[src/include/gpio_config.svh]
// gpio peripheral configuration macros
// bank and bus widths, register offsets per peer,
// region select values on the top two bus address bits
`ifndef GPIO_CONFIG_SVH
`define GPIO_CONFIG_SVH

// ---------------------------------------------------------------------------
// widths
// ---------------------------------------------------------------------------
`define GPIO_BANK_W   16          // pins per bank
`define GPIO_LADDR_W  6           // local register address
`define GPIO_PADDR_W  8           // apb address, top two bits pick the region

// bank register offsets
`define GPR_DIRECTION_MODE  6'h04 // 1 = input, 0 = output
`define GPR_OUTPUT_ENABLE   6'h08 // drive enable per pin
`define GPR_OUTPUT_VALUE    6'h0C // value put on the pins
`define GPR_INPUT_VALUE     6'h10 // synchronised pin value, read only
`define GPR_INT_STATUS      6'h20 // rising edge status, clear on read

// interrupt controller offsets
`define GPR_IRQ_MASK        6'h00 // bank mask in bits 1:0
`define GPR_IRQ_PENDING     6'h04 // one pending bit per bank

// region select, value 3 is unmapped
`define GPIO_REGION_BANK0   2'd0
`define GPIO_REGION_BANK1   2'd1
`define GPIO_REGION_IRQ     2'd2

`endif

[src/source/gpio_pkg.sv]
// shared types for the gpio peripheral
// pin words, local register addresses and apb addresses
`include "gpio_config.svh"

package gpio_pkg;

  // one bank worth of pins, also the register data width
  typedef logic [`GPIO_BANK_W-1:0] gpio_word_t;

  // register offset inside a peer
  typedef logic [`GPIO_LADDR_W-1:0] gpio_laddr_t;

  // full apb address incl. region bits
  typedef logic [`GPIO_PADDR_W-1:0] gpio_paddr_t;

endpackage

[src/source/gpio_apb_slave.sv]
// apb slave for the gpio peripheral
// region decode, read strobes in setup, write strobes in access,
// read data merge, pready and pslverr generation
`timescale 1ns/10ps
`include "gpio_config.svh"

module gpio_apb_slave
  import gpio_pkg::*;
(
  input  logic        pclk28,
  input  logic        n_reset28,     // async, active low
  input  logic        psel,
  input  logic        penable,
  input  logic        pwrite,
  input  gpio_paddr_t paddr,
  input  gpio_word_t  pwdata,
  input  gpio_word_t  bank0_rdata,   // zero unless strobed
  input  gpio_word_t  bank1_rdata,
  input  gpio_word_t  irq_rdata,
  output gpio_word_t  prdata,
  output logic        pready,
  output logic        pslverr,
  output gpio_laddr_t addr,
  output gpio_word_t  wdata,
  output logic        bank0_read,
  output logic        bank0_write,
  output logic        bank1_read,
  output logic        bank1_write,
  output logic        irq_read,
  output logic        irq_write
);

  logic [1:0] region;               // top two address bits
  logic       hit_bank0;
  logic       hit_bank1;
  logic       hit_irq;
  logic       setup_ph;             // psel without penable
  logic       access_ph;            // psel and penable
  logic       unmapped_q;           // setup phase went to region 3

  // ---------------------------------------------------------------------------
  // decode
  // ---------------------------------------------------------------------------
  assign region    = paddr[`GPIO_PADDR_W-1 -: 2];
  assign hit_bank0 = (region == `GPIO_REGION_BANK0);
  assign hit_bank1 = (region == `GPIO_REGION_BANK1);
  assign hit_irq   = (region == `GPIO_REGION_IRQ);

  assign setup_ph  = psel & ~penable;
  assign access_ph = psel & penable;

  assign addr  = paddr[`GPIO_LADDR_W-1:0];  // local offset only
  assign wdata = pwdata;

  // peers register read data on this edge
  assign bank0_read  = setup_ph & ~pwrite & hit_bank0;
  assign bank1_read  = setup_ph & ~pwrite & hit_bank1;
  assign irq_read    = setup_ph & ~pwrite & hit_irq;

  // write lands at the end of access
  assign bank0_write = access_ph & pwrite & hit_bank0;
  assign bank1_write = access_ph & pwrite & hit_bank1;
  assign irq_write   = access_ph & pwrite & hit_irq;

  // remember an unmapped setup so access needs no second decode
  always_ff @(posedge pclk28 or negedge n_reset28)
  begin
    if (!n_reset28)
      unmapped_q <= 1'b0;
    else
      unmapped_q <= setup_ph & ~(hit_bank0 | hit_bank1 | hit_irq);
  end

  // ---------------------------------------------------------------------------
  // response
  // ---------------------------------------------------------------------------
  assign pready  = access_ph;                 // no wait states
  assign pslverr = access_ph & unmapped_q;
  assign prdata  = (bank0_rdata | bank1_rdata | irq_rdata)
                 & {`GPIO_BANK_W{access_ph & ~pwrite}};

endmodule

[src/source/gpio_lite_subunit.sv]
// one 16-pin gpio bank
// direction, output enable and output value registers,
// two-stage input synchroniser and input value register,
// rising edge interrupt status with clear on read, pin drive
`timescale 1ns/10ps
`include "gpio_config.svh"

module gpio_lite_subunit
  import gpio_pkg::*;
(
  input  logic        pclk28,
  input  logic        n_reset28,         // async, active low
  input  logic        read,              // setup cycle of a read
  input  logic        write,             // access cycle of a write
  input  gpio_laddr_t addr,
  input  gpio_word_t  wdata,
  input  gpio_word_t  pin_in,            // raw, asynchronous
  input  gpio_word_t  tri_state_enable,  // dft, forces hi-z
  output gpio_word_t  interrupt,
  output gpio_word_t  rdata,
  output gpio_word_t  pin_oe_n,
  output gpio_word_t  pin_out
);

  gpio_word_t direction_mode;   // 1 = input
  gpio_word_t output_enable;
  gpio_word_t output_value;
  gpio_word_t input_value;      // third stage after the synchroniser
  gpio_word_t input_prev;       // input_value one edge later, edge detect
  gpio_word_t int_status;
  gpio_word_t sync_one;         // first flop, next to the pin
  gpio_word_t sync_two;
  gpio_word_t int_event;        // rising edge seen on input_value
  gpio_word_t int_trigger;      // edge on an input-mode pin
  logic       status_clear;

  // ---------------------------------------------------------------------------
  // control registers
  // ---------------------------------------------------------------------------
  always_ff @(posedge pclk28 or negedge n_reset28)
  begin
    if (!n_reset28)
    begin
      direction_mode <= '0;     // all outputs
      output_enable  <= '0;     // but none driven
      output_value   <= '0;
    end
    else if (write)
    begin
      if (addr == `GPR_DIRECTION_MODE)
        direction_mode <= wdata;
      if (addr == `GPR_OUTPUT_ENABLE)
        output_enable <= wdata;
      if (addr == `GPR_OUTPUT_VALUE)
        output_value <= wdata;
    end
  end

  // ---------------------------------------------------------------------------
  // input path
  // ---------------------------------------------------------------------------
  // pin to input_value takes three edges
  always_ff @(posedge pclk28 or negedge n_reset28)
  begin
    if (!n_reset28)
    begin
      sync_one    <= '0;
      sync_two    <= '0;
      input_value <= '0;
      input_prev  <= '0;
    end
    else
    begin
      sync_one    <= pin_in;
      sync_two    <= sync_one;
      input_value <= sync_two;
      input_prev  <= input_value;
    end
  end

  assign int_event   = input_value & ~input_prev;   // 0 -> 1 only
  assign int_trigger = int_event & direction_mode;  // outputs never interrupt

  // status read clears every bit, at end of setup
  assign status_clear = read & (addr == `GPR_INT_STATUS);

  // a new event in the clearing cycle still wins
  always_ff @(posedge pclk28 or negedge n_reset28)
  begin
    if (!n_reset28)
      int_status <= '0;
    else
      int_status <= (int_status & ~{`GPIO_BANK_W{status_clear}}) | int_trigger;
  end

  assign interrupt = int_status;

  // ---------------------------------------------------------------------------
  // read data, valid in access, zero otherwise
  // ---------------------------------------------------------------------------
  always_ff @(posedge pclk28 or negedge n_reset28)
  begin
    if (!n_reset28)
      rdata <= '0;
    else if (read)
    begin
      case (addr)
        `GPR_DIRECTION_MODE: rdata <= direction_mode;
        `GPR_OUTPUT_ENABLE:  rdata <= output_enable;
        `GPR_OUTPUT_VALUE:   rdata <= output_value;
        `GPR_INT_STATUS:     rdata <= int_status;      // value before clear
        default:             rdata <= input_value;     // input value and holes
      endcase
    end
    else
      rdata <= '0;
  end

  // pin drive
  assign pin_out  = output_value;
  assign pin_oe_n = ~(output_enable & ~direction_mode) | tri_state_enable;

endmodule

[src/source/gpio_irq_ctrl.sv]
// gpio interrupt controller
// two-bit bank mask register, per-bank pending bits,
// combined interrupt output and register readback
`timescale 1ns/10ps
`include "gpio_config.svh"

module gpio_irq_ctrl
  import gpio_pkg::*;
(
  input  logic        pclk28,
  input  logic        n_reset28,       // async, active low
  input  logic        read,
  input  logic        write,
  input  gpio_laddr_t addr,
  input  gpio_word_t  wdata,
  input  gpio_word_t  bank0_status,    // interrupt status of bank 0
  input  gpio_word_t  bank1_status,
  output gpio_word_t  rdata,
  output logic        irq
);

  logic [1:0] mask;      // bit n enables bank n
  logic [1:0] pending;   // any status bit set, per bank

  always_ff @(posedge pclk28 or negedge n_reset28)
  begin
    if (!n_reset28)
      mask <= 2'b00;
    else if (write && (addr == `GPR_IRQ_MASK))
      mask <= wdata[1:0];          // upper bits ignored
  end

  assign pending = {|bank1_status, |bank0_status};
  assign irq     = |(pending & mask);   // no register in the irq path

  // readback, zero when not strobed
  always_ff @(posedge pclk28 or negedge n_reset28)
  begin
    if (!n_reset28)
      rdata <= '0;
    else if (read && (addr == `GPR_IRQ_MASK))
      rdata <= {{(`GPIO_BANK_W-2){1'b0}}, mask};
    else if (read && (addr == `GPR_IRQ_PENDING))
      rdata <= {{(`GPIO_BANK_W-2){1'b0}}, pending};
    else
      rdata <= '0;                 // other offsets read zero
  end

endmodule

[src/source/gpio_top.sv]
// gpio peripheral top level
// apb slave, two 16-pin banks and the interrupt controller
// bank 0 on pins 15:0, bank 1 on pins 31:16
`timescale 1ns/10ps
`include "gpio_config.svh"

module gpio_top
  import gpio_pkg::*;
(
  input  logic                      pclk28,
  input  logic                      n_reset28,        // async, active low
  input  logic                      psel,
  input  logic                      penable,
  input  logic                      pwrite,
  input  gpio_paddr_t               paddr,
  input  gpio_word_t                pwdata,
  output gpio_word_t                prdata,
  output logic                      pready,
  output logic                      pslverr,
  input  logic [2*`GPIO_BANK_W-1:0] pin_in,
  input  logic [2*`GPIO_BANK_W-1:0] tri_state_enable,
  output logic [2*`GPIO_BANK_W-1:0] pin_out,
  output logic [2*`GPIO_BANK_W-1:0] pin_oe_n,
  output logic                      irq
);

  // ---------------------------------------------------------------------------
  // local bus
  // ---------------------------------------------------------------------------
  gpio_laddr_t addr;
  gpio_word_t  wdata;
  gpio_word_t  bank0_rdata, bank1_rdata, irq_rdata;
  logic        bank0_read, bank0_write;
  logic        bank1_read, bank1_write;
  logic        irq_read, irq_write;
  gpio_word_t  bank0_status, bank1_status;   // to the irq controller

  gpio_apb_slave u_apb_slave (
    .pclk28, .n_reset28, .psel, .penable, .pwrite, .paddr, .pwdata,
    .bank0_rdata, .bank1_rdata, .irq_rdata,
    .prdata, .pready, .pslverr, .addr, .wdata,
    .bank0_read, .bank0_write, .bank1_read, .bank1_write,
    .irq_read, .irq_write
  );

  // ---------------------------------------------------------------------------
  // banks
  // ---------------------------------------------------------------------------
  gpio_lite_subunit u_bank0 (
    .pclk28, .n_reset28, .read(bank0_read), .write(bank0_write),
    .addr, .wdata,
    .pin_in(pin_in[`GPIO_BANK_W-1:0]),
    .tri_state_enable(tri_state_enable[`GPIO_BANK_W-1:0]),
    .interrupt(bank0_status), .rdata(bank0_rdata),
    .pin_oe_n(pin_oe_n[`GPIO_BANK_W-1:0]), .pin_out(pin_out[`GPIO_BANK_W-1:0])
  );

  gpio_lite_subunit u_bank1 (
    .pclk28, .n_reset28, .read(bank1_read), .write(bank1_write),
    .addr, .wdata,
    .pin_in(pin_in[2*`GPIO_BANK_W-1:`GPIO_BANK_W]),
    .tri_state_enable(tri_state_enable[2*`GPIO_BANK_W-1:`GPIO_BANK_W]),
    .interrupt(bank1_status), .rdata(bank1_rdata),
    .pin_oe_n(pin_oe_n[2*`GPIO_BANK_W-1:`GPIO_BANK_W]),
    .pin_out(pin_out[2*`GPIO_BANK_W-1:`GPIO_BANK_W])
  );

  gpio_irq_ctrl u_irq_ctrl (
    .pclk28, .n_reset28, .read(irq_read), .write(irq_write),
    .addr, .wdata, .bank0_status, .bank1_status,
    .rdata(irq_rdata), .irq
  );

endmodule

[config.mk]
export PLATFORM = sky130hd
export DESIGN_NAME = gpio_top
export DESIGN_NICKNAME = d
export VERILOG_FILES = /design/src/source/gpio_pkg.sv /design/src/source/gpio_apb_slave.sv /design/src/source/gpio_lite_subunit.sv /design/src/source/gpio_irq_ctrl.sv /design/src/source/gpio_top.sv
export VERILOG_INCLUDE_DIRS = /design/src /design/src/include
export SDC_FILE = /design/constraint.sdc
export NUM_CORES = 1
export LEC_CHECK = 0
export BUFFER_PORTS_ARGS = -buffer_cell sky130_fd_sc_hd__buf_2
export CELL_PAD_IN_SITES_DETAIL_PLACEMENT = 0
export CELL_PAD_IN_SITES_GLOBAL_PLACEMENT = 1
export CORE_UTILIZATION = 41
export DETAILED_ROUTE_END_ITERATION = 12
export GPL_TIMING_DRIVEN = 1
export MAX_ROUTING_LAYER = met4
export PLACE_DENSITY_LB_ADDON = 0.1
export SKIP_LAST_GASP = 1
export SLEW_MARGIN = 5
export SYNTH_ARGS = -nofsm -noshare
export SYNTH_HDL_FRONTEND = slang
export SYNTH_SLANG_ARGS = --single-unit
export TNS_END_PERCENT = 1
[constraint.sdc]
create_clock -name pclk28 -period 1.2 [get_ports pclk28]
set_clock_uncertainty 0.15 [all_clocks]
set_input_delay 0.06 -clock pclk28 [delete_from_list [all_inputs] [get_ports pclk28]]
set_output_delay 0.06 -clock pclk28 [all_outputs]
set_load 0.01 [all_outputs]
# [Word level (Yosys, flattened, before mapping)]
# Cells that the tools add are included.
[word_totals] register_bits=307 in_bits=93 output_inout_bits=83 word_cells=91
[classes] eq_ne=6 mux=6 n_bitwise=44 reduce_logical=14
[ops] cell="16-bit AND" n=9
[ops] cell="16-bit NOT" n=8
[ops] cell="16-bit case mux with 4 select lines" n=2
[ops] cell="16-bit bitwise OR" n=6
[ops] cell="16-bit 2-to-1 mux" n=2
[ops] cell="16-bit OR reduction" n=2
[ops] cell="1-bit AND" n=15
[ops] cell="6-bit by 4-bit equality test with 1-bit output (second input constant)" n=2
[ops] cell="2-bit AND reduction" n=6
[ops] cell="6-bit by 3-bit equality test with 1-bit output (second input constant)" n=1
[ops] cell="6-bit equality test (second input constant)" n=1
[ops] cell="6-bit logical NOT" n=1
[ops] cell="2-bit 2-to-1 mux" n=2
[ops] cell="1-bit logical AND" n=3
[ops] cell="1-bit NOT" n=3
[ops] cell="2-bit AND" n=1
[ops] cell="2-bit by 1-bit equality test with 1-bit output (second input constant)" n=1
[ops] cell="2-bit equality test (second input constant)" n=1
[ops] cell="2-bit logical NOT" n=1
[ops] cell="1-bit bitwise OR" n=2
[ops] cell="2-bit OR reduction" n=1

# [Longest topological paths before layout]
# Gate-level depths: netlist of run 1.
[depth] depth_word=8 ltp_mapped=7 depth_no_buf=4

# [Hierarchy]
# Synthesis of run 1 repeated with hierarchy kept, for this count alone.
[hier_totals] hier_cells=841 hier_area_um2=11469.8
[modules_own_cells] mod="gpio_lite_subunit" n_inst=2 cells_each=365 area_per_inst_um2=5336.4
[modules_own_cells] mod="gpio_apb_slave" n_inst=1 cells_each=70 area_per_inst_um2=429.2
[modules_own_cells] mod="gpio_irq_ctrl" n_inst=1 cells_each=41 area_per_inst_um2=367.9

# [Worst setup path after synthesis of run 1]
# OpenSTA, ideal clock, no wires.
[synth_path] path_type="in2reg" startpoint="input paddr[1]" endpoint="register u_bank0.output_enable[10]" t_arrival_ns=1.534 required_time_ns=0.925 slack_ns=-0.610 cell_stages=5 cell_sequence="or4_4 -> buf_6 -> nor3_4 -> buf_8 -> mux2_4"
[synth_between] elab_chain_cells=2
[synth_lines] item="start: declaration" line="gpio_top.sv:15" source="input gpio_paddr_t paddr,"
[synth_lines] item="6-bit by 4-bit equality test with 1-bit output (no source line)"
[synth_lines] item="2-bit AND reduction (no source line)"
[synth_lines] item="end signal: assignment" line="gpio_lite_subunit.sv:53" source="output_enable <= wdata;"
[synth_lines] item="end: declaration" line="gpio_lite_subunit.sv:26" source="gpio_word_t output_enable;"
# No other way between the ends.
# A chain may end at the register's enable or synchronous reset.

# [Final worst setup path of run 1]
[layout_path] startpoint="register u_bank0.int_status[8], in the netlist u_bank0.interrupt[8]" endpoint="output irq"
[layout_between] elab_chain_cells=3
[layout_lines] item="start: declaration" line="gpio_lite_subunit.sv:30" source="gpio_word_t int_status;"
[layout_lines] item="start signal: assignment" line="gpio_lite_subunit.sv:93" source="int_status <= (int_status & ~{`GPIO_BANK_W{status_clear}}) | int_trigger;"
[layout_lines] item="16-bit OR reduction" line="gpio_irq_ctrl.sv:33" source="assign pending = {|bank1_status, |bank0_status};"
[layout_lines] item="2-bit AND" line="gpio_irq_ctrl.sv:34" source="assign irq = |(pending & mask);"
[layout_lines] item="2-bit OR reduction" line="gpio_irq_ctrl.sv:34"
[layout_lines] item="end: declaration" line="gpio_top.sv:24" source="output logic irq"
# No other way between the ends.

==> results of run 1 <==
==> metrics by stage <==
step	instances	setup WS [ps]
final	1585	-981.6
after global routing	1583	-1062
after CTS	1580	-1042
after detailed placement	1434	-697.5
after global placement	1434	-685.1
after floorplan	812	-561.0
==> cells in the mapped netlist (all sizes together), types with 3 or more instances <==
master / instances / area, um2
a21oi: 61 / 305.3
or3b: 32 / 280.3
nor4: 11 / 68.82
nor2: 44 / 195.2
o2bb2ai: 32 / 280.3
nand2: 37 / 141.4
o32a: 3 / 30.03
nand2b: 4 / 25.02
mux2: 98 / 1179
a221oi: 3 / 26.28
mux2i: 30 / 300.3
o21ai: 63 / 315.3
clkbuf: 26 / 97.59
buf: 17 / 126.4
a211o: 29 / 254.0
dfrtp: 293 / 7332
nor3: 8 / 62.56
==> layout make-up <==
class / instances / area (um2)
tap: 341 / 426.7
inverter: 1 / 3.754
fill: 2247 / 11150
timing repair buffer: 415 / 3242
antenna: 2 / 5.005
multi-input combinational: 475 / 3664
sequential: 293 / 7332
clock inverter: 18 / 196.4
clock buffer: 40 / 859.6
==> what timing repair did <==
action | CTS | global route
pin swaps | 3 | 1
setup endpoints to repair | 171 | 266
resized for setup | 4 | 3
endpoints found under the hold margin | 438 | 62
hold buffers | 88 | 1
buffers inserted | 0 | 2
==> how the worst max path moves through the flow <==
stage | to | slack (ps) | cells past startpoint
2_1_floorplan | u_bank0.output_enable[10]$_DFFE_PN0P_ | -560 | 4
3_3_place_gp | irq | -690 | 6
3_5_place_dp | irq | -700 | 6
4_1_cts | irq | -1040 | 6
5_1_grt | irq | -1060 | 6
6_report | irq | -980 | 5
==> logic make-up (layout without fill, tap and decap cells) <==
family / count (synthesis) / count (layout) / share of synthesized area, %
buf+inv: 44 / 474 / 2.038
compound gates: 193 / 193 / 10.98
simple gates: 154 / 154 / 8.120
mux: 128 / 128 / 13.24
other cells: 0 / 2 / 0
flops: 293 / 293 / 65.63
==> where the power goes <==
| group | leakage, uW | total, uW | internal [uW] | switching (uW) |
|---|---|---|---|---|
| registers | 0.00363 | 10400 | 10200 | 166 |
| clock network | 0.000531 | 9760 | 5900 | 3860 |
| logic | 0.00320 | 1400 | 707 | 691 |
| total | 0.00736 | 21500 | 16800 | 4720 |
==> worst max-delay path: cells and delay by family, from the launching register on <==
kind | cells | cell delay, ps
and+or+nand+nor | 2 | 640
DFF | 1 | 390
buffers and inverters | 2 | 320
AOI/OAI and AO/OA | 1 | 80
==> layer usage <==
metal  part of all wire [%]  global-route usage (%)  vias to the layer above
met2                     46                   36.78                      203
met5                      0                       -                        -
li1                       -                       -                     3756
met3                    3.9                   2.757                       41
met1                     48                   33.18                     3971
met4                    1.7                   4.831                        0
==> results.sh, run 1 <==
export IMPL_overflow=0
export IMPL_start_util_pct=41.57
export IMPL_core_area_mm2=0.02688
export IMPL_worst_pin_slew_ps=676.1
export IMPL_routabilityCongestion=0.8047
export IMPL_critPathMaxFanout=2
export IMPL_rsz0062_at_grt="yes"
export IMPL_r2r_slack_ps=-360
export IMPL_crit_required_ps=990
export IMPL_postRouteAntennaNets=0
export IMPL_finalWorstSetupSlack_ps=-981.6
export IMPL_outcome="complete, but fails checks"
export IMPL_fp_dieH_um=167.1
export IMPL_violations="negative hold slack, negative setup slack"
export IMPL_ys_ff_latch=293
export IMPL_dp_hpwl_mm=21.16
export IMPL_max_stage_delay_ps=390
export IMPL_synth_cell_area_mm2=0.01117
export IMPL_ios=176
export IMPL_drive_gt1_share_pct=42.35
export IMPL_grtUsageTotal_pct=23.52
export IMPL_fin_crit_sh_pct=181.8
export IMPL_clock_path_buffers=3
export IMPL_synthToLayoutAreaGrowth_pct=40.79
export IMPL_dieArea_mm2=0.02791
export IMPL_layout_common_cells="293 x dfrtp_1, 173 x buf_2, 125 x buf_4, 89 x dlygate4sd3_1, 78 x mux2_2"
export IMPL_cp_arrival_ps=1970
export IMPL_clkSinkCount=293
export IMPL_hold_end="u_bank1.rdata[3]$_DFF_PN0_"
export IMPL_nets=1310
export IMPL_slowest_stage="dfrtp_1"
export IMPL_worstPathCellList="nor4_1 > buf_4 > and4_1 > o21ai_2 > buf_2"
export IMPL_synth_flop_cell="dfrtp_1"
export IMPL_worstReg2RegStart="u_bank1.interrupt[8]$_DFF_PN0_"
export IMPL_async_reset_ff_share_pct=100.0
export IMPL_vdd_ir_drop_worst_mv=0.9427
export IMPL_whs_ps=-82.74
export IMPL_power_total_uw=21510
export IMPL_crit_type="register to output pin"
export IMPL_total_leakage_power_uw=0.007356
export IMPL_crit_path_start_kind="register"
export IMPL_cts_tree="done"
export IMPL_clockRootBuffer="clkbuf_16"
export IMPL_synth_edf_count=0
export IMPL_synth_nets=905
export IMPL_startpoint="u_bank0.interrupt[8]$_DFF_PN0_"
export IMPL_yosysSeqAreaShare_pct=65.63
export IMPL_numPortBuffers=175
export IMPL_path_clk_slew_ps=60
export IMPL_min_period_ps=2182
export IMPL_clk_latency_ps=550
export IMPL_cap_violations=0
export IMPL_vias=7971
export IMPL_p_per_area_mw_per_mm2=1368
export IMPL_hold_class="input port to register"
export IMPL_die_w_um=167.1
export IMPL_yosys_warnings=0
export IMPL_fin_tns_setup_ps=-73850
export IMPL_cts_buffers=31
export IMPL_synthCells=812
export IMPL_final_area_mm2=0.01573
export IMPL_timing_rr_end="u_irq_ctrl.rdata[1]$_DFF_PN0_"
export IMPL_final_util_pct=58.52
export IMPL_max_freq_mhz=458.4
export IMPL_drt_iter0_markers=476
export IMPL_cts_max_level=1
export IMPL_end_kind="output pin"
export IMPL_syn_avg_cell_area_um2=13.76
export IMPL_grt_pass1_wl_mm=48.74
export IMPL_grt_max_degree=61
export IMPL_wl_mm=30.89
export IMPL_min_path_cells=6
export IMPL_hp_start="pwrite"
export IMPL_avgRoutedWirePerCell_um=19.49
export IMPL_vias_per_cell=5.029
export IMPL_drc=0
export IMPL_antenna_found_initial=0
export IMPL_setup_viol=337
export IMPL_grt_pass1_vias=8422
export IMPL_hold_violations=138
export IMPL_final_common_cell="dfrtp_1"
export IMPL_relSlewSlack_pct=54.78
export IMPL_reg2reg_depth=5
export IMPL_first_pass_iters=5
export IMPL_drv_slew=0
export IMPL_dpl_instance_area_mm2=0.01373
export IMPL_yosys_cell_types_count=40
export IMPL_fp_row_count=60
No activity file was read; power rests on OpenSTA's default activity.
==> run 2, diff against run 1 <==
--- a/config.mk
+++ b/config.mk
@@ -9,7 +9,7 @@
 export BUFFER_PORTS_ARGS = -buffer_cell sky130_fd_sc_hd__buf_2
 export CELL_PAD_IN_SITES_DETAIL_PLACEMENT = 0
 export CELL_PAD_IN_SITES_GLOBAL_PLACEMENT = 1
-export CORE_UTILIZATION = 41
+export CORE_UTILIZATION = 42
 export DETAILED_ROUTE_END_ITERATION = 12
 export GPL_TIMING_DRIVEN = 1
 export MAX_ROUTING_LAYER = met4
@@ -18,5 +18,6 @@
 export SLEW_MARGIN = 5
 export SYNTH_ARGS = -nofsm -noshare
 export SYNTH_HDL_FRONTEND = slang
+export SYNTH_HIERARCHICAL = 1
 export SYNTH_SLANG_ARGS = --single-unit
 export TNS_END_PERCENT = 1
==> run 2 against run 1 <==
The run still ends with negative hold slack, negative setup slack left. Global-route usage fell by 1.1 points. Critical path depth fell by 1. Register-to-register slack improved by 70 ps. Clock power fell by 5.2%. Final area barely moved. Non-clock buffer count fell by 5. Setup slack improved by 74 ps. Sequential share of layout area barely moved. Via count fell by 2.0%. First-iteration DRC count fell by 0.42%. Critical path type unchanged. Largest cell class unchanged. Highest routed layer unchanged.
==> results.sh, run 2 <==
export IMPL_outcome="complete, but fails checks"
export IMPL_violations="negative hold slack, negative setup slack"
export IMPL_cts_max_level=1
export IMPL_synth_area_leaders="dfrtp_1 64%, mux2_4 7.9%, mux2_2 6.9%"
export IMPL_ys_ff_latch=293
export IMPL_fp_row_count=60
export IMPL_vdd_ir_drop_worst_mv=1.074
export IMPL_grt_pass1_wl_mm=46.29
export IMPL_clkSinkCount=293
export IMPL_fp_dieH_um=167.3
export IMPL_crit_required_ps=990
export IMPL_syn_avg_cell_area_um2=13.64
export IMPL_async_reset_ff_share_pct=100.0
export IMPL_nets=1319
export IMPL_max_freq_mhz=474.6
export IMPL_hold_violations=60
export IMPL_path_clk_slew_ps=60
export IMPL_crit_path_start_kind="register"
export IMPL_dpl_instance_area_mm2=0.01375
export IMPL_final_area_mm2=0.01572
export IMPL_core_area_mm2=0.02688
export IMPL_clk_latency_ps=560
export IMPL_fin_crit_sh_pct=175.6
export IMPL_numPortBuffers=175
export IMPL_antenna_found_initial=2
export IMPL_finalWorstSetupSlack_ps=-907.1
export IMPL_first_pass_iters=5
export IMPL_cp_num_buf_inv=1
export IMPL_critPathMaxFanout=2
export IMPL_grt_max_degree=65
export IMPL_synthCells=841
export IMPL_die_w_um=167.3
export IMPL_cts_buffers=31
export IMPL_layoutNonFillerInstCount=1588
export IMPL_cts_tree="done"
export IMPL_synth_flop_cell="dfrtp_1"
export IMPL_drv_slew=0
export IMPL_synth_edf_count=0
export IMPL_clockRootBuffer="clkbuf_16"
export IMPL_drive_gt1_share_pct=42.09
export IMPL_synthToLayoutAreaGrowth_pct=37.04
export IMPL_layout_common_cells="293 x dfrtp_1, 171 x buf_2, 123 x buf_4, 96 x nand2_1, 88 x dlygate4sd3_1"
export IMPL_dp_hpwl_mm=20.55
export IMPL_yosys_warnings=6
export IMPL_cp_arrival_ps=1900
export IMPL_slowest_stage="nor4_1"
export IMPL_drc=0
export IMPL_yosys_area_top_type_share_pct=63.92
export IMPL_end_kind="output pin"
export IMPL_synth_cell_area_mm2=0.01147
export IMPL_setup_viol=228
export IMPL_dieArea_mm2=0.02797
export IMPL_final_util_pct=58.48
export IMPL_critPathTopFamily="simple AND/OR/NAND/NOR gates"
export IMPL_ys_top_cells_by_count="293 x dfrtp_1, 96 x nand2_1, 70 x mux2_2"
export IMPL_yosysTopAreaCell="dfrtp_1"
export IMPL_grt_pass1_vias=8050
export IMPL_p_per_area_mw_per_mm2=1332
export IMPL_wl_mm=29.44
export IMPL_grtUsageTotal_pct=22.39
export IMPL_max_stage_delay_ps=410
export IMPL_whs_ps=-135.0
export IMPL_rsz0062_at_grt="yes"
export IMPL_ios=176
export IMPL_overflow=0
export IMPL_yosys_cell_types_count=39
export IMPL_yosysSeqAreaShare_pct=63.92
export IMPL_placed_cells=1446
export IMPL_worstPathCellList="nor4_1 > and4_4 > o22ai_4 > buf_6"
export IMPL_final_common_cell="dfrtp_1"
export IMPL_clock_path_buffers=3
export IMPL_vias=7815
export IMPL_start_util_pct=42.68
export IMPL_routabilityCongestion=0.8073
export IMPL_total_leakage_power_uw=0.007663
export IMPL_hold_class="input port to register"
export IMPL_min_period_ps=2107
export IMPL_drt_iter0_markers=474
export IMPL_crit_type="register to output pin"
export IMPL_postRouteAntennaNets=0
export IMPL_vias_per_cell=4.921
export IMPL_yosysMostFrequentCell="dfrtp_1"
export IMPL_cap_violations=0
export IMPL_hold_buffers=88
export IMPL_avgRoutedWirePerCell_um=18.54
## run 2: area by class of cell
| type | instances | area [um2] |
|---|---|---|
| clock buffer | 44 | 894.6 |
| antenna | 2 | 5.005 |
| fill | 2270 | 11160 |
| sequential | 293 | 7332 |
| timing repair buffer | 410 | 3189 |
| multi-input combinational | 488 | 3769 |
| inverter | 2 | 7.507 |
| tap | 341 | 426.7 |
| clock inverter | 8 | 93.84 |
## run 2: through the flow
step                setup TNS, ps  setup WS, ps  power, uW
global placement           -73490        -511.7      11630
finish                     -40300        -907.1      20930
floorplan                  -46170        -391.7      10920
CTS                        -43320        -912.7      21220
detailed placement         -75180        -524.9      11650
global route               -56640        -963.1      21760
## run 2: power by group
group	total, uW	switching [uW]	internal, uW
combinational	1330	638	688
clock	9250	3700	5550
sequential	10400	169	10200
total	20900	4510	16400
## run 2: per-layer routing
layer | GRT usage (%) | share of wire, %
met1 | 31.92 | 47
met2 | 34.53 | 46
met3 | 2.836 | 4.8
met4 | 4.707 | 1.5
met5 | - | 0
## run 2: final timing paths
path,start,end,slack (ps),cells after the start
hold / removal,paddr[0],u_irq_ctrl/rdata[1]$_DFF_PN0_,-140,5
hold reg to reg,u_bank1/sync_two[3]$_DFF_PN0_,u_bank1/input_value[3]$_DFF_PN0_,190,0
min in group asynchronous,n_reset28,u_bank1/interrupt[2]$_DFF_PN0_,-30,3
setup / recovery,u_bank0/interrupt[12]$_DFF_PN0_,irq,-910,4
setup reg to reg,u_bank0/interrupt[12]$_DFF_PN0_,u_irq_ctrl/rdata[0]$_DFF_PN0_,-290,3
max in group asynchronous,n_reset28,u_bank0/pin_out[11]$_DFFE_PN0P_,-120,5
## run 2: tightest hold or removal path, cell delays in order
cell	delay (ps)
buf_2	120
buf_4	120
nor4_2	40
nand3b_1	120
a211oi_1	60
## run 2: repair_timing
item | in CTS | in global routing
endpoints found under the setup margin | 106 | 309
pin swaps | 2 | 2
gates resized for setup | 8 | 10
setup buffers | 0 | 0
hold endpoints to repair | 442 | 3
## run 2: logic make-up (layout without fill, tap and decap cells)
group                  Yosys count  count (layout)  synth area share [%]
multiplexers                   130             130                 14.73
AND/OR/NAND/NOR                211             211                 9.065
buffers and inverters           73             464                 4.298
other                            1              16               0.03269
AO/OA/AOI/OAI                  133             133                 7.952
flip-flops                     293             293                 63.92
